## config.mk

```make
export PLATFORM = sky130hd
export DESIGN_NAME = busCreditPort
export DESIGN_NICKNAME = d
export VERILOG_FILES = /design/src/hw/dcachePkg.sv /design/src/hw/busCreditPort.sv
export SDC_FILE = /design/constraint.sdc
export NUM_CORES = 1
export LEC_CHECK = 0
export BUFFER_PORTS_ARGS = -buffer_cell sky130_fd_sc_hd__buf_2
export CORE_MARGIN = 3
export CORE_UTILIZATION = 41
export CTS_CLUSTER_SIZE = 20
export DETAILED_ROUTE_END_ITERATION = 7
export PLACE_DENSITY = 0.78
export SLEW_MARGIN = 15
export SYNTH_ARGS = -nofsm -noshare
export SYNTH_HDL_FRONTEND = slang
export SYNTH_SLANG_ARGS = --single-unit
```

## constraint.sdc

```tcl
create_clock -name clk -period 1.9 [get_ports clk]
set_clock_uncertainty 0.05 [all_clocks]
set_input_delay 0.38 -clock clk [delete_from_list [all_inputs] [get_ports clk]]
set_output_delay 0.38 -clock clk [all_outputs]
set_load 0.03 [all_outputs]
```

## src/hw/dcachePkg.sv

```systemverilog
package dcachePkg;

  localparam int WORDSPERLINE = 4;
  localparam int NUMWAYS = 2;
  localparam int MAXINDEXBITS = 8;
  // Line address is addr[31:4]; the tag keeps whatever the index does not use
  localparam int TAGBITS = 28;

  typedef logic [31:0] addrWord_t;
  typedef logic [31:0] dataWord_t;
  typedef logic [WORDSPERLINE-1:0][31:0] line_t;

  typedef enum logic [1:0] {OP_READ, OP_WRITE, OP_FLUSH} cpuOp_e;
  typedef enum logic {MEM_READ, MEM_WRITE} memOp_e;

  typedef struct packed {
    cpuOp_e op;
    addrWord_t addr;
    dataWord_t wdata;
    logic [3:0] byteMask;
  } cpuReq_t;

  typedef struct packed {
    logic valid;
    dataWord_t rdata;
  } cpuRsp_t;

  // Word address on the memory side
  typedef struct packed {
    memOp_e op;
    addrWord_t addr;
    dataWord_t wdata;
  } memReq_t;

  typedef struct packed {
    logic valid;
    dataWord_t rdata;
  } memRsp_t;

  typedef struct packed {
    logic [MAXINDEXBITS-1:0] index;
    logic [TAGBITS-1:0] tag;
    logic setValid;
    logic setDirty;
    logic clearDirty;
    logic [1:0] wordSel;
    logic [3:0] byteMask;
    dataWord_t wdata;
    logic tagWrite;
  } wayWrite_t;

  typedef struct packed {
    logic valid;
    logic dirty;
    logic [TAGBITS-1:0] tag;
    line_t data;
  } wayReadout_t;

  function automatic logic [1:0] offsetOf(addrWord_t a);
    return a[3:2];
  endfunction

  function automatic logic [MAXINDEXBITS-1:0] indexOf(addrWord_t a, int unsigned idxBits);
    logic [27:0] lineAddr;
    lineAddr = a[31:4] & ((28'd1 << idxBits) - 28'd1);
    return lineAddr[MAXINDEXBITS-1:0];
  endfunction

  function automatic logic [TAGBITS-1:0] tagOf(addrWord_t a, int unsigned idxBits);
    return a[31:4] >> idxBits;
  endfunction

endpackage

```

## src/hw/busCreditPort.sv

```systemverilog
`timescale 1ns/1ps

module busCreditPort #(
  parameter int MEMCREDITS = 4
) (
  input  logic clk,
  input  logic reset,
  input  logic beatIssue,
  input  dcachePkg::memReq_t beatReq,
  output logic creditAvail,
  output logic memReqValid,
  output dcachePkg::memReq_t memReq,
  input  logic memCreditReturn
);
  import dcachePkg::*;

  localparam int CW = $clog2(MEMCREDITS + 1);

  logic [CW-1:0] credits;

  assign creditAvail = (credits != '0);

  // Issue and return may land in the same cycle
  always_ff @(posedge clk, posedge reset) begin
    if (reset) begin
      credits <= CW'(MEMCREDITS);
      memReqValid <= 1'b0;
    end else begin
      credits <= credits - CW'(beatIssue) + CW'(memCreditReturn);
      memReqValid <= beatIssue;
    end
  end

  always_ff @(posedge clk) begin
    if (beatIssue) begin
      memReq <= beatReq;
    end
  end

  assert property (@(posedge clk) disable iff (reset) credits <= CW'(MEMCREDITS));

  assert property (@(posedge clk) disable iff (reset) beatIssue |-> credits != '0);

endmodule

```

==> metrics.md, run 1 <==
| Metric | Value |
|---|---|
| CP Cell Sequence | `inv_1 > ha_1 > inv_1 > ha_1 > inv_1 > fa_1 > xor3_1` |
| Leakage power | `0.00137 uW` |
| Fin Hold WS | `0.175 ns` |
| Synth Net Count | `151` |
| Largest net degree at the start of global routing | `67` |
| Die W | `78.4 um` |
| CP peak stage delay | `0.36 ns` |
| Non-Filler Instances | `299` |
| Layout area overhead | `44.3%` |
| Hold crit path type | `primary input to flop` |
| Worst-Skew Late Latency | `0.32 ns` |
| Comb pwr share | `16.9%` |
| Worst-path clk slew | `0.07 ns` |
| Initial antenna violation count | `1` |
| WL final | `4460 um` |
| Overall routing resource usage | `15.1%` |
| Slowest-stage cell, CP | `fa_1` |
| Cell area after synthesis | `0.00215 mm^2` |
| Post-DRT Antenna Nets | `0` |
| Root buf cell | `clkbuf_8` |
| Max Fclk | `0.584 GHz` |
| Synthesized area per cell | `27.2 um^2` |
| P_sw | `892 uW` |
| CTS buffer count | `9` |
| Via density | `4.34` |
| CP Launch Type | `flop` |
| Hpwl dp | `3310 um` |
| Most used cell, CP | `inv_1` |
| Worst relative slew slack | `47.4%` |
| First-pass GRT wire length | `6520 um` |
| Clock power share | `29.8%` |
| Sequential area share after synthesis | `95.6%` |
| Worst EP arrival | `1.90 ns` |
| WL/cell | `14.9 um` |
| Setup TNS | `0 ns` |
| Final RePlAce weighted congestion | `0.676` |
| CTS tree | `yes` |
| Max-Cap Viols | `0` |
| Core footprint | `0.00488 mm^2` |
| Critical Path RT | `2.09 ns` |
| Remaining DRCs | `0` |
| Port bufs | `135` |
| Crit-path leading delay family | `adder cells` |
| IO Count | `136` |
| Maximum fanout along the worst path | `2` |
| RSZ-0062 raised after global routing | `false` |
| Initial core utilization | `44.0%` |
| CTS sink count | `69` |
| Vias in the first global route | `1,361` |
| Placed Area | `0.00291 mm^2` |
| Total power | `3540 uW` |
| Max-slew violations | `0` |
| Minimum clock period after layout | `1.71 ns` |
| Vias post-DR | `1,299` |
| Worst Setup End Kind | `flop` |
| WS Path Type | `flop to flop` |
| Initial drt markers | `34` |
| Synth unique cells | `8` |
| Gate Count Post-Synth | `79` |
| Die area | `0.00614 mm^2` |
| Overflow after GRT | `0` |
| Finished Cell Area | `0.00310 mm^2` |
| Internal power | `2650 uW` |
| Buffer and inverter count on the worst path | `3` |
| Hold-fix buffers, CTS | `1` |
| Bufs on Longest Clock Path | `2` |
| Sequential power share | `53.3%` |
| Final period util | `90.1%` |
| Postcts setup bufs | `0` |
| Net count, final | `299` |
| Final Hold Viols | `0` |
| TritonRoute pass-1 iters | `3` |
| Outcome | `completed` |
| Cell count after placement | `282` |
| Worst ir drop on vdd | `0.000754 V` |
| #FFs+latches synth | `69` |
| Row count | `25` |
| Pwr dens | `1140 mW/mm^2` |
| H-Tree Depth | `3` |
| Post_cts resized | `0` |
| Die H | `78.4 um` |
| Layout cells sized above 1 | `63.6%` |
| Setup violations, final | `0` |
| Sw frac | `25.2%` |
| Slew @ Worst Pin | `0.789 ns` |
| Yosys warns | `0` |
==> cells in the final DEF (no fill, tap or decap) <==
| master | instances |
|---|---|
| clkbuf_1 | 3 |
| buf_2 | 135 |
| clkbuf_8 | 9 |
| edfxtp_1 | 65 |
| or3_1 | 1 |
| diode_2 | 1 |
| dfrtp_1 | 3 |
| bufinv_16 | 1 |
| xor3_1 | 1 |
| fa_1 | 1 |
| clkinv_1 | 2 |
| dlygate4sd3_1 | 1 |
| ha_1 | 2 |
| inv_1 | 5 |
| buf_4 | 1 |
| dfstp_2 | 1 |
==> state kept, by name, indices dropped and copies added (netlist names) <==
signal / cells
credits: 3
memReqValid: 1
memReq: 65
==> power by group through the flow <==
stage	sequential [uW]	clock (uW)	combinational [uW]
2_1_floorplan	2150	0	139
3_3_place_gp	1910	0	590
3_5_place_dp	1920	0	605
4_1_cts	1890	1090	606
5_1_grt	1900	1150	639
6_report	1890	1060	597
==> cell usage after synthesis <==
library cell	count	area share (%)
dfrtp_1	3	3.5
dfstp_2	1	1.2
edfxtp_1	65	91
fa_1	1	0.93
ha_1	2	1.2
inv_1	5	0.87
or3_1	1	0.29
xor3_1	1	1.1
==> routing by layer <==
metal | up-vias | global-route usage (%) | routed length (um)
li1 | 603 | - | -
met1 | 599 | 14.9 | 1460
met2 | 86 | 23.5 | 2230
met3 | 9 | 9.52 | 674
met4 | 2 | 9.97 | 81
met5 | - | 0 | 13
==> area by class of cell <==
cell class | instances | area [um^2]
Antenna cell | 1 | 2.50
Clock buffer | 12 | 135
Clock inverter | 3 | 37.5
Fill cell | 398 | 1780
Inverter | 5 | 18.8
Multi-Input combinational cell | 5 | 75.1
Sequential cell | 69 | 2050
Tap cell | 67 | 83.8
Timing Repair Buffer | 137 | 693
==> worst paths after layout <==
| check | start | to | slack, ns | cells after the start |
|---|---|---|---|---|
| setup / recovery | credits[0] | credits[2] | 0.19 | 7 |
| setup reg to reg | credits[0] | credits[2] | 0.19 | 7 |
| hold reg to reg | credits[1] | credits[2] | 0.56 | 1 |
| min in group asynchronous | reset | credits[0] | 0.43 | 3 |
| hold / removal | beatReq[59] | memReq[59] | 0.18 | 1 |
| max in group asynchronous | reset | credits[2] | 1.14 | 3 |
==> logic make-up (layout without fill, tap and decap cells) <==
| group | count (synthesis) | after routing | share of synthesized area (%) |
|---|---|---|---|
| xor gates and xnor gates | 1 | 1 | 1.11 |
| adders and majority gates | 3 | 3 | 2.10 |
| buffers and inverters | 5 | 157 | 0.874 |
| DFF | 69 | 69 | 95.6 |
| other | 0 | 1 | 0 |
| and+or+nand+nor | 1 | 1 | 0.292 |
==> through the flow <==
stage	setup slack [ns]	utilization (%)
CTS	0.177	63.5
finish	0.188	63.5
global placement	0.0546	59.7
global route	0.128	63.5
floorplan	0.210	-
detailed placement	0.0338	59.7
(Power assumes the default switching activity.)
==> inputs of run 2 (changes only) <==
- ABC_AREA: not set -> 1
- PLACE_DENSITY: 0.78 -> 0.77
- TNS_END_PERCENT: not set -> 1
==> run 2 against run 1 <==
Global-route usage shrank 1.1 points. Routed wire length is 4.6% lower. Sequential power about the same. Synthesized cell count increased by 10%. Count of clock-buffer cells in the layout shrank 3. Sequential share of layout area decreased by 1.0 points. Setup slack better by 0.11 ns. Combinational power increased by 2%. Die area is 0.43% higher. Final area is 1.6% higher.
==> metrics.md, run 2 <==
| Metric | Value |
|---|---|
| Outcome | `completed` |
| Minimum clock period after layout | `1.60 ns` |
| Postcts setup bufs | `0` |
| Largest regs | `memReq (65), credits (3), memReqValid (1)` |
| Most flops, register | `memReq` |
| Yosys warns | `0` |
| Pwr dens | `1180 mW/mm^2` |
| Setup violations, final | `0` |
| Worst relative slew slack | `48.2%` |
| CTS tree | `yes` |
| CTS sink count | `69` |
| Gate Count Post-Synth | `87` |
| Max-slew violations | `0` |
| Die W | `78.5 um` |
| Max Fclk | `0.623 GHz` |
| Worst Setup End Kind | `output pin` |
| Reg2Reg Launch Point | `credits[0]` |
| Final period util | `84.5%` |
| WL final | `4250 um` |
| CP Cell Sequence | `inv_1 > nand3_1 > buf_2` |
| CP Launch Type | `flop` |
| Worst-path clk slew | `0.07 ns` |
| Worst ir drop on vdd | `0.000774 V` |
| Synth top area share | `90.5%` |
| Row count | `25` |
| Die H | `78.5 um` |
| First-pass GRT wire length | `6310 um` |
| Clock power share | `33.1%` |
| Overall routing resource usage | `14.0%` |
| Die area | `0.00617 mm^2` |
| Largest net degree at the start of global routing | `67` |
| Leakage power | `0.00140 uW` |
| Hold crit path type | `primary input to flop` |
| Final RePlAce weighted congestion | `0.625` |
| Area leader, netlist | `edfxtp_1` |
| Buffer and inverter count on the worst path | `2` |
| #FFs+latches synth | `69` |
| Top FF cell, synth | `edfxtp_1` |
| Critical Path RT | `1.47 ns` |
| Placed Area | `0.00292 mm^2` |
| Final Hold Viols | `0` |
| WS Path Type | `flop to output pin` |
| Remaining DRCs | `0` |
| Total power | `3720 uW` |
| Sequential power share | `50.6%` |
| Root buf cell | `clkbuf_8` |
| CTS buffer count | `9` |
| Setup TNS | `0 ns` |
| Layout cells sized above 1 | `62.9%` |
| Sequential area share after synthesis | `95.2%` |
| Most common cell in the netlist | `edfxtp_1` |
| Internal power | `2750 uW` |
| Bufs on Longest Clock Path | `2` |
| Initial core utilization | `43.9%` |
| H-Tree Depth | `3` |
| Finished Cell Area | `0.00315 mm^2` |
| Vias in the first global route | `1,365` |
| Initial antenna violation count | `0` |
| Slew @ Worst Pin | `0.777 ns` |
| Vias post-DR | `1,328` |
| CP peak stage delay | `0.53 ns` |
| Via density | `4.33` |
| Synthesized area per cell | `24.8 um^2` |
| CP startpoint | `credits[2]` |
| Synth unique cells | `8` |
| P_sw | `968 uW` |
| Worst-Skew Late Latency | `0.33 ns` |
| Sw frac | `26.0%` |
| Fillers | `371` |
| Hpwl dp | `3210 um` |
| Worst EP arrival | `1.17 ns` |
| Beginning of the worst hold path | `beatReq[6]` |
| Overflow after GRT | `0` |
| Layout area overhead | `45.9%` |
| Commonest cells after routing, fill and taps aside | `buf_2, edfxtp_1, clkbuf_8, inv_1, nand2_1` |
| IO Count | `136` |
| Crit-path leading delay family | `flip-flops` |
| Ys async rst share | `5.80%` |
| TritonRoute pass-1 iters | `4` |
| Post-synth EDFFs | `65` |
| Max-Cap Viols | `0` |
| Synth Net Count | `159` |
| RSZ-0062 raised after global routing | `false` |
| WL/cell | `13.9 um` |
| Max reg flops | `65` |
| Port bufs | `135` |
| Core footprint | `0.00491 mm^2` |
| Maximum fanout along the worst path | `2` |
| Most common cell after layout, fill and taps aside | `buf_2` |
| Top cells by area, synth | `edfxtp_1, dfrtp_1, inv_1` |
| Initial drt markers | `83` |
| Most frequent cells after synthesis | `edfxtp_1, inv_1, nand2_1, dfrtp_1` |
| Cell area after synthesis | `0.00216 mm^2` |
| Antenna Diode Count | `0` |
| Net count, final | `307` |
| Slowest-stage cell, CP | `dfstp_2` |
| Post-DRT Antenna Nets | `0` |
| Final Core Density | `64.1%` |
| Comb pwr share | `16.3%` |
run 2: cell types whose count changed in the layout (fill, tap and decap cells not counted), sizes merged:
| cell | before | now |
|---|---|---|
| bufinv | 1 | 2 |
| clkbuf | 12 | 9 |
| clkinvlp | 0 | 3 |
| diode | 1 | 0 |
| inv | 5 | 8 |
| nand2 | 0 | 5 |
| nand3 | 0 | 2 |
| or3 | 1 | 0 |
| xor3 | 1 | 0 |
run 2: routing by layer:
layer | global-route usage, % | routed length [um]
met2 | 22.6 | 2030
met4 | 7.87 | 67
met5 | 0 | 0
met3 | 6.31 | 564
met1 | 15.4 | 1590
run 2: power by group through the flow:
stage / clock network (uW) / registers, uW / logic (uW)
after floorplan: 0 / 2150 / 138
after global placement: 0 / 1910 / 594
after detailed placement: 0 / 1910 / 616
after CTS: 1270 / 1880 / 615
after global routing: 1340 / 1890 / 672
final: 1230 / 1880 / 607
run 2: kinds of logic after synthesis:
family / share of synthesized area (%)
DFF: 95.2
and+or+nand+nor: 1.33
buffers and inverters: 1.39
adders and majority gates: 2.09
run 2: metrics by stage:
step           std cells  setup slack [ns]  hold slack (ns)
2_1_floorplan         87             0.384           0.0954
3_3_place_gp         290             0.250            0.216
3_5_place_dp         290             0.211            0.227
4_1_cts              307             0.279            0.155
5_1_grt              307             0.226            0.155
6_report             307             0.295            0.171
run 2: worst paths after layout:
check	to	slack, ns	cells after the start
worst max-delay path	creditAvail	0.30	3
worst min-delay path	memReq[6]	0.17	1
worst max register to register	credits[1]	0.35	7
worst min register to register	credits[2]	0.54	4
max in group asynchronous	credits[2]	1.15	3
min in group asynchronous	credits[0]	0.42	3
run 2: timing repair:
item / 4_1_cts / 5_1_grt
hold endpoints to repair: 3 / 0
resized for setup: 0 / 0
hold buffers: 1 / 0
run 2: final cells by class:
| cell class | count | area (um^2) | share of cell area (%) |
|---|---|---|---|
| Clock buffer | 9 | 124 | 3.93 |
| Multi-Input combinational cell | 10 | 73.8 | 2.34 |
| Clock inverter | 7 | 90.1 | 2.86 |
| Timing Repair Buffer | 137 | 693 | 22.0 |
| Tap cell | 67 | 83.8 | 2.66 |
| Sequential cell | 69 | 2050 | 65.2 |
| Inverter | 8 | 30.0 | 0.954 |
