$ cat config.mk
export PLATFORM = sky130hd
export DESIGN_NAME = wayMerge
export DESIGN_NICKNAME = d
export VERILOG_FILES = /design/src/hw/dcachePkg.sv /design/src/hw/wayMerge.sv
export SDC_FILE = /design/constraint.sdc
export NUM_CORES = 1
export LEC_CHECK = 0
export BUFFER_PORTS_ARGS = -buffer_cell sky130_fd_sc_hd__clkbuf_2
export CAP_MARGIN = 25
export CORE_AREA = 10 10 190 192
export DETAILED_ROUTE_END_ITERATION = 12
export DIE_AREA = 0 0 200 202
export MAX_ROUTING_LAYER = met4
export PLACE_DENSITY = 0.36
export SKIP_LAST_GASP = 1
export SLEW_MARGIN = 10
export SYNTH_ARGS = -nofsm -noshare
export SYNTH_HDL_FRONTEND = slang
export SYNTH_SLANG_ARGS = --single-unit
$ cat constraint.sdc
create_clock -name clk -period 7.82 [get_ports clk]
set_input_delay 1.564 -clock clk [delete_from_list [all_inputs] [get_ports clk]]
set_output_delay 1.564 -clock clk [all_outputs]
set_load 0.005 [all_outputs]
$ cat src/hw/dcachePkg.sv
package dcachePkg;

  localparam int WORDSPERLINE = 4;
  localparam int NUMWAYS = 2;
  localparam int MAXINDEXBITS = 8;
  // Line address is addr[31:4]; the tag keeps whatever the index does not use
  localparam int TAGBITS = 28;

  typedef logic [31:0] addrWord_t;
  typedef logic [31:0] dataWord_t;
  typedef logic [WORDSPERLINE-1:0][31:0] line_t;

  typedef enum logic [1:0] {OP_READ, OP_WRITE, OP_FLUSH} cpuOp_e;
  typedef enum logic {MEM_READ, MEM_WRITE} memOp_e;

  typedef struct packed {
    cpuOp_e op;
    addrWord_t addr;
    dataWord_t wdata;
    logic [3:0] byteMask;
  } cpuReq_t;

  typedef struct packed {
    logic valid;
    dataWord_t rdata;
  } cpuRsp_t;

  // Word address on the memory side
  typedef struct packed {
    memOp_e op;
    addrWord_t addr;
    dataWord_t wdata;
  } memReq_t;

  typedef struct packed {
    logic valid;
    dataWord_t rdata;
  } memRsp_t;

  typedef struct packed {
    logic [MAXINDEXBITS-1:0] index;
    logic [TAGBITS-1:0] tag;
    logic setValid;
    logic setDirty;
    logic clearDirty;
    logic [1:0] wordSel;
    logic [3:0] byteMask;
    dataWord_t wdata;
    logic tagWrite;
  } wayWrite_t;

  typedef struct packed {
    logic valid;
    logic dirty;
    logic [TAGBITS-1:0] tag;
    line_t data;
  } wayReadout_t;

  function automatic logic [1:0] offsetOf(addrWord_t a);
    return a[3:2];
  endfunction

  function automatic logic [MAXINDEXBITS-1:0] indexOf(addrWord_t a, int unsigned idxBits);
    logic [27:0] lineAddr;
    lineAddr = a[31:4] & ((28'd1 << idxBits) - 28'd1);
    return lineAddr[MAXINDEXBITS-1:0];
  endfunction

  function automatic logic [TAGBITS-1:0] tagOf(addrWord_t a, int unsigned idxBits);
    return a[31:4] >> idxBits;
  endfunction

endpackage

$ cat src/hw/wayMerge.sv
`timescale 1ns/1ps

module wayMerge #(
  parameter int LINES = 16
) (
  input  logic clk,
  input  logic reset,
  input  logic [$clog2(LINES)-1:0] lookupIndex,
  input  logic [dcachePkg::TAGBITS-1:0] lookupTag,
  input  dcachePkg::wayReadout_t readouts [dcachePkg::NUMWAYS],
  input  logic touch,
  input  logic touchWay,
  output logic hit,
  output logic hitWay,
  output logic victimWay,
  output logic victimDirty,
  output logic [dcachePkg::TAGBITS-1:0] victimTag,
  output dcachePkg::line_t readLine
);
  import dcachePkg::*;

  // Each bit names the least recently used way of its set
  logic [LINES-1:0] lru;
  logic [NUMWAYS-1:0] wayHit;

  always_comb begin
    for (int i = 0; i < NUMWAYS; i++) begin
      wayHit[i] = readouts[i].valid && (readouts[i].tag == lookupTag);
    end
  end

  assign hit = |wayHit;
  assign hitWay = wayHit[1];

  // Empty way first, then LRU
  always_comb begin
    if (!readouts[0].valid) begin
      victimWay = 1'b0;
    end else if (!readouts[1].valid) begin
      victimWay = 1'b1;
    end else begin
      victimWay = lru[lookupIndex];
    end
  end

  assign victimDirty = readouts[victimWay].valid && readouts[victimWay].dirty;
  assign victimTag = readouts[victimWay].tag;
  assign readLine = hit ? readouts[hitWay].data : readouts[victimWay].data;

  always_ff @(posedge clk, posedge reset) begin
    if (reset) begin
      lru <= '0;
    end else if (touch) begin
      lru[lookupIndex] <= ~touchWay;
    end
  end

endmodule

==> key figures, run 1 <==
Power and ir drop
  – Combinational Power Share: 66.0%
  – Peak supply drop: 74.6 uV
  – Pwr/cell area: ~100 nW/um^2
  – Clk pwr share: 16.9%
  – P_sw: 252 uW
  – Sequential share of power: between 10% and 20%
  – Int Power: roughly 400 uW
  – P_leak: ~0.0034 uW
  – Sw Share: between 30% and 40%

Clocking
  – Clock transition at path regs: approximately 0.05 ns
  – Cts hold-fix bufs: 0
  – Htree depth: 1
  – Gates resized, CTS repair: 0
  – Sink Count: 16
  – CTS buffer count: 3
  – CTS tree: built
  – Worst skew pair latency: roughly 0.24 ns
  – Root cell of the clock tree: clkbuf_16
  – Setup Buffers After CTS: 0
  – Clk buf depth: 2

Timing
  – Final setup vio count: 0
  – Setup WS post-layout: 1.57 ns
  – Tmin final: ~6.2 ns
  – Period utilization: ~80%
  – Final hold vios: 0
  – RSZ-0062 raised after global routing: no
  – Worst-Margin Slew: 0.919 ns
  – Setup_tns: 0 ns
  – Layout Skew: 0 ns
  – Rel. slew slack: a little under two fifths
  – Slew Viols, Final: 0
  – Fmax: roughly 160 MHz

Synthesis
  – Unique masters post-synth: 33
  – Synth Cell Area: about 3400 um^2
  – Sequential share of the synthesized area: between 10% and 20%
  – Yosys reg bits: 16
  – Synth Warn #: 0
  – Syn nets: a little under 700
  – Post-Synthesis Cells: ~340
  – Avg Cell Area, Syn: approximately 10 um^2

Final layout
  – Share of layout cells above drive strength 1: 63.0%
  – Final #Nets: around 1,200
  – Fillers: around 3,700
  – Number of standard cells in the final layout excluding fillers: around 1,300
  – Area grow syn2layout: 92.4%
  – Most frequent cells in the layout: clkbuf_2 (511), mux2_1 (156), xor2_1 (30), xnor2_1 (25), dfrtp_1 (16)
  – Final core occ: 20.3%
  – Regs by FF count: lru x16
  – Most common cell after layout, fill and taps aside: clkbuf_2
  – Multi-input logic area: around 2800 um^2
  – FF/Latch Area: between 400 and 500 um^2
  – Max reg flops: 16
  – Most flop-heavy register: lru

Floorplan
  – Die footprint: between 40,000 and 50,000 um^2
  – Number of I/O pins: about 510
  – Rows: 66
  – Die width: around 200 um
  – Core footprint: 32,300 um^2
  – Chip height: between 200 and 250 um
  – Initial Util: a little over a tenth

Routing
  – Met1 wire length: 11.8 mm
  – Antenna-violating nets left: 0
  – DR WL/cell: 24.0 um
  – Via density: between 3 and 4
  – Met3 routed WL: 2.47 mm
  – Met2 WL: around 17 mm
  – Top sig layer: met4
  – Pre-antenna DRT Iters: 4
  – Routed via count: between 4,000 and 5,000
  – Routed wire length: between 30 and 40 mm
  – Initial DRC Count: 167
  – DRC errors left: 0

Run
  – MaxCap Viol Count: 0

Critical path
  – Kind of critical path: primary input to primary output
  – CP Data Arrival Time: 4.68 ns
  – Crit path max fanout: 18
  – R2R Setup Slk: a little over 7 ns
  – CP Launch Type: primary input
  – CP required: around 6.3 ns
  – Worst setup EP type: primary output

Global route
  – Largest net degree at the start of global routing: 38
  – First-pass GRT wire length: 41.2 mm
  – Antenna violations before repair: 12
  – Number of global-route vias before repair: 5,290
  – Gr ovfl total: 0
  – Tot GR Track Use: between 10% and 20%

Place
  – Routability cong.: approximately 0.92
  – Placed insts: about 1,300
  – Pre-CTS setup slack: between 1 and 1.5 ns
  – # port buffers: 511
  – DP Wirelength: roughly 29 mm

Worst hold path
  – Worst hold path class: register to register

Outcome
  – Outcome: completed
-- area by class of cell --
class / instances / share of cell area [%]
Antenna cell: 8 / 0.306
Clock buffer: 4 / 1.36
Inverter: 2 / 0.115
Multi-Input combinational cell: 300 / 42.9
Sequential cell: 16 / 6.12
Tap cell: 442 / 8.45
Timing Repair Buffer: 522 / 40.7
-- kinds of logic after synthesis --
family,Yosys count,synth area share (%)
mux,162,54.5
xor+xnor,55,14.2
flops,16,11.8
buf+inv,25,5.85
simple gates,55,8.79
compound gates,28,4.96
-- final timing paths --
path / cells after the start / end / from
setup / recovery: 10 / readLine[54] / lookupIndex[0]
setup reg to reg: 2 / lru[9] / lru[9]
min in group asynchronous: 2 / lru[9] / reset
hold / removal: 2 / lru[13] / lru[13]
hold reg to reg: 2 / lru[13] / lru[13]
max in group asynchronous: 2 / lru[15] / reset
-- critical path, cell delays in order --
cell	delay, ns
clkbuf_2	0.23
mux4_2	0.55
a22o_1	0.24
a311o_1	0.36
nand2_1	0.12
inv_2	0.07
a21oi_4	0.65
buf_4	0.31
mux2_1	0.41
clkbuf_2	0.15
-- metal layers --
metal,track usage [%],vias to the layer above
li1,-,2284
met4,2.30,0
met1,15.6,2279
met5,-,-
met2,26.8,229
met3,3.41,18
-- synthesized netlist by cell type --
master / count / share of area, %
mux2_1: 156 / 52
xor2_1: 30 / 7.7
xnor2_1: 25 / 6.4
dfrtp_1: 16 / 12
buf_6: 12 / 4.0
a21oi_1: 11 / 1.6
nor4_1: 11 / 2.0
nor2_1: 9 / 0.99
nand2_1: 8 / 0.88
nand4_1: 8 / 1.5
a31oi_1: 6 / 1.1
clkbuf_1: 5 / 0.55
nand3_1: 5 / 0.74
o21ai_0: 5 / 0.74
nand2b_1: 4 / 0.74
buf_2: 3 / 0.44
buf_4: 3 / 0.66
mux2i_1: 3 / 0.88
mux4_2: 3 / 2.0
nor2b_1: 3 / 0.55
nor3_1: 2 / 0.29
o31ai_1: 2 / 0.44
a21oi_2: 1 / 0.26
a22o_1: 1 / 0.26
a311o_1: 1 / 0.29
and2_1: 1 / 0.18
and3_1: 1 / 0.18
inv_1: 1 / 0.11
inv_2: 1 / 0.11
nand3b_1: 1 / 0.22
o221ai_1: 1 / 0.26
or3b_1: 1 / 0.26
or3b_2: 1 / 0.26
-- metrics by stage --
step	area [um^2]	power (uW)	hold WS, ns
2_1_floorplan	3400	307	0.444
3_3_place_gp	6440	555	0.459
3_5_place_dp	6440	553	0.470
4_1_cts	6530	669	0.484
5_1_grt	6540	707	0.497
6_report	6550	654	0.484
-- power groups by stage --
| stage | combinational, uW | clock [uW] | sequential (uW) |
|---|---|---|---|
| 3_5_place_dp | 440 | 0 | 113 |
| 6_report | 431 | 111 | 112 |
| 5_1_grt | 476 | 116 | 114 |
| 4_1_cts | 443 | 114 | 112 |
| 3_3_place_gp | 441 | 0 | 113 |
| 2_1_floorplan | 197 | 0 | 109 |
Note: power is estimated with default switching activity, not from simulation.
==> run 2: changes to the inputs <==
Settings changed: ABC_AREA from default to 1, CORE_AREA 10 10 190 192 to 10 10 192 194, DIE_AREA 0 0 200 202 to 0 0 202 204, PLACE_DENSITY 0.36 to 0.52.
Clock period 7.82 ns to 6.1 ns, I/O delays scaled along.
==> run 2 against run 1 <==
- non-clock buffer count grew 1
- sequential power grew 30%
- cell area grew 68%
- hold slack gained 0.015 ns
- clock-buffer cell count shrank 1
- routed wire length grew 57%
- combinational power grew 95%
- first-iteration DRC count grew to 6.5 times the previous value
- sequential share of layout area shrank 2.5 points
- setup slack lost 0.26 ns
- via count grew to 2.8 times the previous value
- flip-flop and latch count is the same
- largest cell class unchanged
- highest routed layer unchanged
==> key figures, run 2 <==
Critical path
  – CP Launch Type: primary input
  – Kind of critical path: primary input to primary output
  – Critical Path Source: lookupTag[8]
  – R2R Setup Slk: ~5.4 ns
  – R2r startpoint: lru[8]
  – CP required: ~4.9 ns
  – CP Data Arrival Time: ~3.6 ns
  – Crit path max fanout: 80
  – Worst setup EP type: primary output

Synthesis
  – Number of flops mapped to enable cells by yosys: 0
  – Syn nets: 2,230
  – Unique masters post-synth: 29
  – Synth top cells by count: nand2_1 (1,139), nand3_1 (267), inv_1 (103)
  – Biggest area consumer among synthesized cells: nand2_1
  – Top cell type's share of synthesized area: approximately 50%
  – Synth Cell Area: just over 8000 um^2
  – Synth top area cells: nand2_1 (51%), nand3_1 (16%), dfrtp_1 (4.8%)
  – Synth Warn #: 0
  – Ys async rst share: between 90% and 100%
  – Cell with the most instances after synthesis: nand2_1
  – Top_reg_cell synth: dfrtp_1
  – Avg Cell Area, Syn: about 4.4 um^2
  – Sequential share of the synthesized area: between 4 and 5%
  – Post-Synthesis Cells: approximately 1,900
  – Yosys reg bits: 16

Floorplan
  – Core footprint: ~33,000 um^2
  – Initial Util: between 20% and 30%
  – Chip height: just over 200 um
  – Number of I/O pins: 512
  – Rows: 67
  – Die footprint: around 41,000 um^2
  – Die width: 202 um

Place
  – Pre-CTS setup slack: about 1.4 ns
  – Routability cong.: 1.01
  – Cell Area, Placed: approximately 11,000 um^2
  – DP Wirelength: roughly 38 mm
  – # port buffers: just over 500

Final layout
  – Area grow syn2layout: 32.5%
  – Final Cell Area: roughly 11,000 um^2
  – FF/Latch Area: 400 um^2
  – Regs by FF count: lru x16
  – Most common cell after layout, fill and taps aside: nand2_1
  – Most frequent cells in the layout: nand2_1 (1,137), clkbuf_2 (510), nand3_1 (267), inv_1 (102), nor2_1 (95)
  – Multi-input logic area: around 7000 um^2
  – Most flop-heavy register: lru
  – Final #Nets: roughly 2,600
  – Fillers: between 3,000 and 4,000
  – Final core occ: 33.3%
  – Max reg flops: 16
  – Share of layout cells above drive strength 1: between 20% and 30%

Power and ir drop
  – Power Total: 1110 uW
  – P_leak: 0.00729 uW
  – Sw Share: 51.0%
  – Pwr/cell area: between 100 and 150 nW/um^2
  – Sequential share of power: around an eighth
  – Peak supply drop: ~70 uV
  – Clk pwr share: 11.4%
  – P_sw: around 570 uW
  – Int Power: around 550 uW
  – Combinational Power Share: around 76%

Timing
  – Setup_tns: 0 ns
  – Worst-Margin Slew: between 1 and 1.5 ns
  – Setup WS post-layout: 1.31 ns
  – Layout Skew: 0 ns
  – Final hold vios: 0
  – Rel. slew slack: 26.2%
  – Period utilization: between 70% and 80%
  – RSZ-0062 raised after global routing: no
  – Slew Viols, Final: 0
  – Tmin final: roughly 4.8 ns
  – Fmax: approximately 210 MHz
  – Final setup vio count: 0

Worst hold path
  – Worst Hold Launch: lru[0]
  – Worst hold path class: register to register

Clocking
  – Htree depth: 1
  – Worst skew pair latency: between 0.2 and 0.3 ns
  – Clk buf depth: 2
  – Clock transition at path regs: approximately 0.05 ns
  – Sink Count: 16
  – CTS tree: built
  – Setup Buffers After CTS: 0
  – Root cell of the clock tree: clkbuf_16
  – CTS buffer count: 3
  – Gates resized, CTS repair: 0
  – Cts hold-fix bufs: 0

Global route
  – First-pass GRT wire length: around 74 mm
  – Antenna violations before repair: 2
  – Gr ovfl total: 0
  – Tot GR Track Use: 22.5%
  – Number of global-route vias before repair: roughly 13,000
  – Largest net degree at the start of global routing: between 100 and 150

Routing
  – DR WL/cell: around 18 um
  – Routed wire length: ~50 mm
  – DRC errors left: 0
  – Initial DRC Count: ~1,100
  – Pre-antenna DRT Iters: 5
  – Routed via count: about 13,000
  – Via density: between 4 and 5
  – Antenna-violating nets left: 0

Run
  – MaxCap Viol Count: 0

Outcome
  – Outcome: completed
## run 2: cell count changes after synthesis, sizes merged, moves of 16 or more
cell	before	now
buf	18	85
clkbuf	5	35
inv	2	109
mux2	156	0
nand2	8	1141
nand3	5	267
nand4	8	24
nor2	9	97
o21ai	5	37
xor2	30	3
## run 2: cells by family after synthesis
group | Yosys count | synth area share [%]
buffers and inverters | 229 | 13.5
flip-flops | 16 | 4.82
AO/OA/AOI/OAI | 63 | 4.10
XOR/XNOR | 19 | 2.00
AND/OR/NAND/NOR | 1551 | 75.6
## run 2: through the flow
stage | hold WS, ns | cells
final | 0.499 | 2734
after global routing | 0.523 | 2734
after CTS | 0.497 | 2732
after detailed placement | 0.484 | 2729
after global placement | 0.471 | 2729
after floorplan | 0.453 | 1878
## run 2: power by group through the flow
stage,registers (uW),logic [uW],clock network [uW]
floorplan,142,449,0
global placement,147,830,0
detailed placement,148,841,0
CTS,146,845,130
global route,149,951,133
finish,146,842,127
## run 2: worst paths after layout
| path | depth (start not counted) | to |
|---|---|---|
| hold / removal | 2 | lru[0] |
| hold reg to reg | 2 | lru[0] |
| setup / recovery | 13 | readLine[17] |
| max in group asynchronous | 2 | lru[15] |
| setup reg to reg | 2 | lru[8] |
| min in group asynchronous | 2 | lru[3] |
## run 2: metal layers
metal	share of wire [%]	global-route usage, %	vias up
li1	-	-	6643
met1	40	26.4	6094
met2	49	38.3	678
met3	7.8	3.74	75
met4	3.0	7.65	0
met5	0	-	-
## run 2: area by class of cell
| type | count | share of cell area [%] |
|---|---|---|
| Antenna cell | 2 | 0.0454 |
| Clock buffer | 3 | 0.682 |
| Inverter | 109 | 3.74 |
| Multi-Input combinational cell | 1633 | 61.9 |
| Sequential cell | 16 | 3.64 |
| Tap cell | 448 | 5.09 |
| Timing Repair Buffer | 523 | 24.9 |
## run 2: critical path, stage by stage
cell	delay [ns]
clkbuf_2	0.13
xnor2_1	0.41
nand2_1	0.10
nor2_1	0.11
nand2_1	0.07
nor2_1	0.17
nand2_4	0.36
buf_12	0.39
nand2_1	0.12
nand2_1	0.06
nand2_1	0.06
nand2_1	0.09
clkbuf_2	0.13
==> run 3: changes to the inputs <==
Clock period 6.1 ns to 4.7 ns, I/O delays scaled along.
==> run 3 against run 2 <==
- cell count increased by 0.22%
- combinational power rose by 31%
- utilization up 0.23 points
- sequential power up 29%
- clock skew stayed put
- die area unchanged
- via count up 1.1%
- global-route usage rose by 0.22 points
- critical path depth shrank 2
- sequential share of layout area is essentially flat
- cell area is 0.70% higher
- clock power is 31% higher
- critical path type unchanged
- largest cell class unchanged
- highest routed layer unchanged
==> key figures, run 3 (same netlist as run 2, synthesis figures left out) <==
Timing
  – Setup_tns: 0 ns
  – Layout Skew: 0 ns
  – Worst-Margin Slew: around 1.0 ns
  – Rel. slew slack: ~30%
  – Period utilization: between 80% and 90%
  – Slew Viols, Final: 0
  – Tmin final: 4.10 ns
  – RSZ-0062 raised after global routing: no
  – Final hold vios: 0
  – Final setup vio count: 0
  – Fmax: 244 MHz

Clocking
  – Sink Count: 16
  – Clk buf depth: 2
  – Cts hold-fix bufs: 0
  – Clock transition at path regs: around 0.050 ns
  – Setup Buffers After CTS: 0
  – CTS tree: built
  – Root cell of the clock tree: clkbuf_16
  – Htree depth: 1
  – Gates resized, CTS repair: 0
  – CTS buffer count: 3
  – Worst skew pair latency: between 0.2 and 0.3 ns

Floorplan
  – Rows: 67
  – Die footprint: between 40,000 and 50,000 um^2
  – Number of I/O pins: 512
  – Core footprint: approximately 33,000 um^2
  – Initial Util: 25.1%
  – Die width: between 200 and 250 um
  – Chip height: between 200 and 250 um

Routing
  – Via density: approximately 5.0
  – Routed wire length: 49.0 mm
  – Initial DRC Count: 1,082
  – Pre-antenna DRT Iters: 7
  – DR WL/cell: 17.9 um
  – Routed via count: ~14,000
  – Antenna-violating nets left: 0
  – DRC errors left: 0

Power and ir drop
  – Pwr/cell area: approximately 130 nW/um^2
  – P_leak: about 0.0073 uW
  – Peak supply drop: between 60 and 70 uV

Global route
  – Tot GR Track Use: 22.7%
  – First-pass GRT wire length: roughly 75 mm
  – Largest net degree at the start of global routing: 98
  – Gr ovfl total: 0
  – Antenna violations before repair: 4
  – Number of global-route vias before repair: between 10,000 and 15,000

Critical path
  – Kind of critical path: primary input to primary output
  – CP required: between 3 and 4 ns
  – CP Data Arrival Time: 3.16 ns
  – CP Launch Type: primary input
  – CP peak stage delay: 0.54 ns
  – Worst setup EP type: primary output
  – Crit path max fanout: 49
  – R2R Setup Slk: about 4 ns
  – WP buf/inv: 3
  – Cell family with most CP delay: simple AND/OR/NAND/NOR gates
  – Most frequent CP cell: nand2_1
  – CP Cell Sequence: clkbuf_2 > xnor2_1 > nor2b_1 > nand2_1 > nor3_4 > buf_4 > nand3_1 > nand2_1 > nand2_1 > nand2_1 > clkbuf_2
  – CP max stage cell: buf_4

Place
  – Placed insts: between 2,000 and 3,000
  – Routability cong.: around 1.0
  – DP Wirelength: ~38 mm
  – # port buffers: ~500

Final layout
  – Area grow syn2layout: 33.5%
  – Most frequent cells in the layout: nand2_1 (1,137), clkbuf_2 (510), nand3_1 (267), inv_1 (102), nor2_1 (95)
  – Most common cell after layout, fill and taps aside: nand2_1
  – Regs by FF count: lru x16
  – Most flop-heavy register: lru
  – Final #Nets: approximately 2,600
  – Number of standard cells in the final layout excluding fillers: 2,740
  – Fillers: 3,946
  – Share of layout cells above drive strength 1: a little under a quarter
  – Max reg flops: 16

Run
  – MaxCap Viol Count: 0

Worst hold path
  – Worst hold path class: register to register

Outcome
  – Outcome: completed
==> run 3: changes by cell type in the layout (fill, tap and decap cells not counted) <==
| cell | previous run | this run |
|---|---|---|
| buf_12 | 7 | 10 |
| buf_4 | 6 | 8 |
| diode_2 | 2 | 3 |
==> run 3: worst reg2reg max path: cells and delay by family, from the launching register on <==
kind | cells | cell delay, ns
AOI/OAI and AO/OA | 2 | 0.18
DFF | 1 | 0.38
==> run 3: where the power goes <==
group	total [uW]	internal (uW)	switching, uW	leakage [uW]
Combinational	1100	432	666	0.00710
Sequential	188	170	18.0	0.000185
Clock	166	112	54.5	0.0000370
==> run 3: through the flow <==
stage | hold WS [ns] | cell area, um^2 | power (uW) | utilization [%] | setup slack (ns)
2_1_floorplan | 0.453 | 8310 | 767 | - | 1.63
3_3_place_gp | 0.472 | 11000 | 1270 | 33.2 | 0.630
3_5_place_dp | 0.487 | 11000 | 1290 | 33.2 | 0.616
4_1_cts | 0.500 | 11100 | 1460 | 33.5 | 0.612
5_1_grt | 0.529 | 11100 | 1610 | 33.5 | 0.449
6_report | 0.502 | 11100 | 1450 | 33.5 | 0.599
==> run 3: worst paths after layout <==
check                           cells after the start       endpoint           from
worst max-delay path                               11  readLine[116]  lookupTag[26]
worst min-delay path                                2         lru[0]         lru[0]
worst max register to register                      2         lru[4]         lru[4]
worst min register to register                      2         lru[0]         lru[0]
max in group asynchronous                           2         lru[8]          reset
min in group asynchronous                           2         lru[2]          reset
==> run 3: layout make-up <==
cell class	count	area (um^2)	area share (%)
Antenna cell	3	7.51	0.0677
Tap cell	448	561	5.05
Timing Repair Buffer	528	2810	25.4
Clock buffer	3	75.1	0.677
Inverter	109	412	3.71
Sequential cell	16	400	3.61
Multi-Input combinational cell	1633	6820	61.5
==> run 3: layer usage <==
| metal | vias up | GRT usage (%) | routed length, um |
|---|---|---|---|
| li1 | 6649 | - | - |
| met1 | 6163 | 27.0 | 19700 |
| met2 | 745 | 38.8 | 23700 |
| met3 | 88 | 3.28 | 3930 |
| met4 | 0 | 7.44 | 1710 |
| met5 | - | - | 0 |
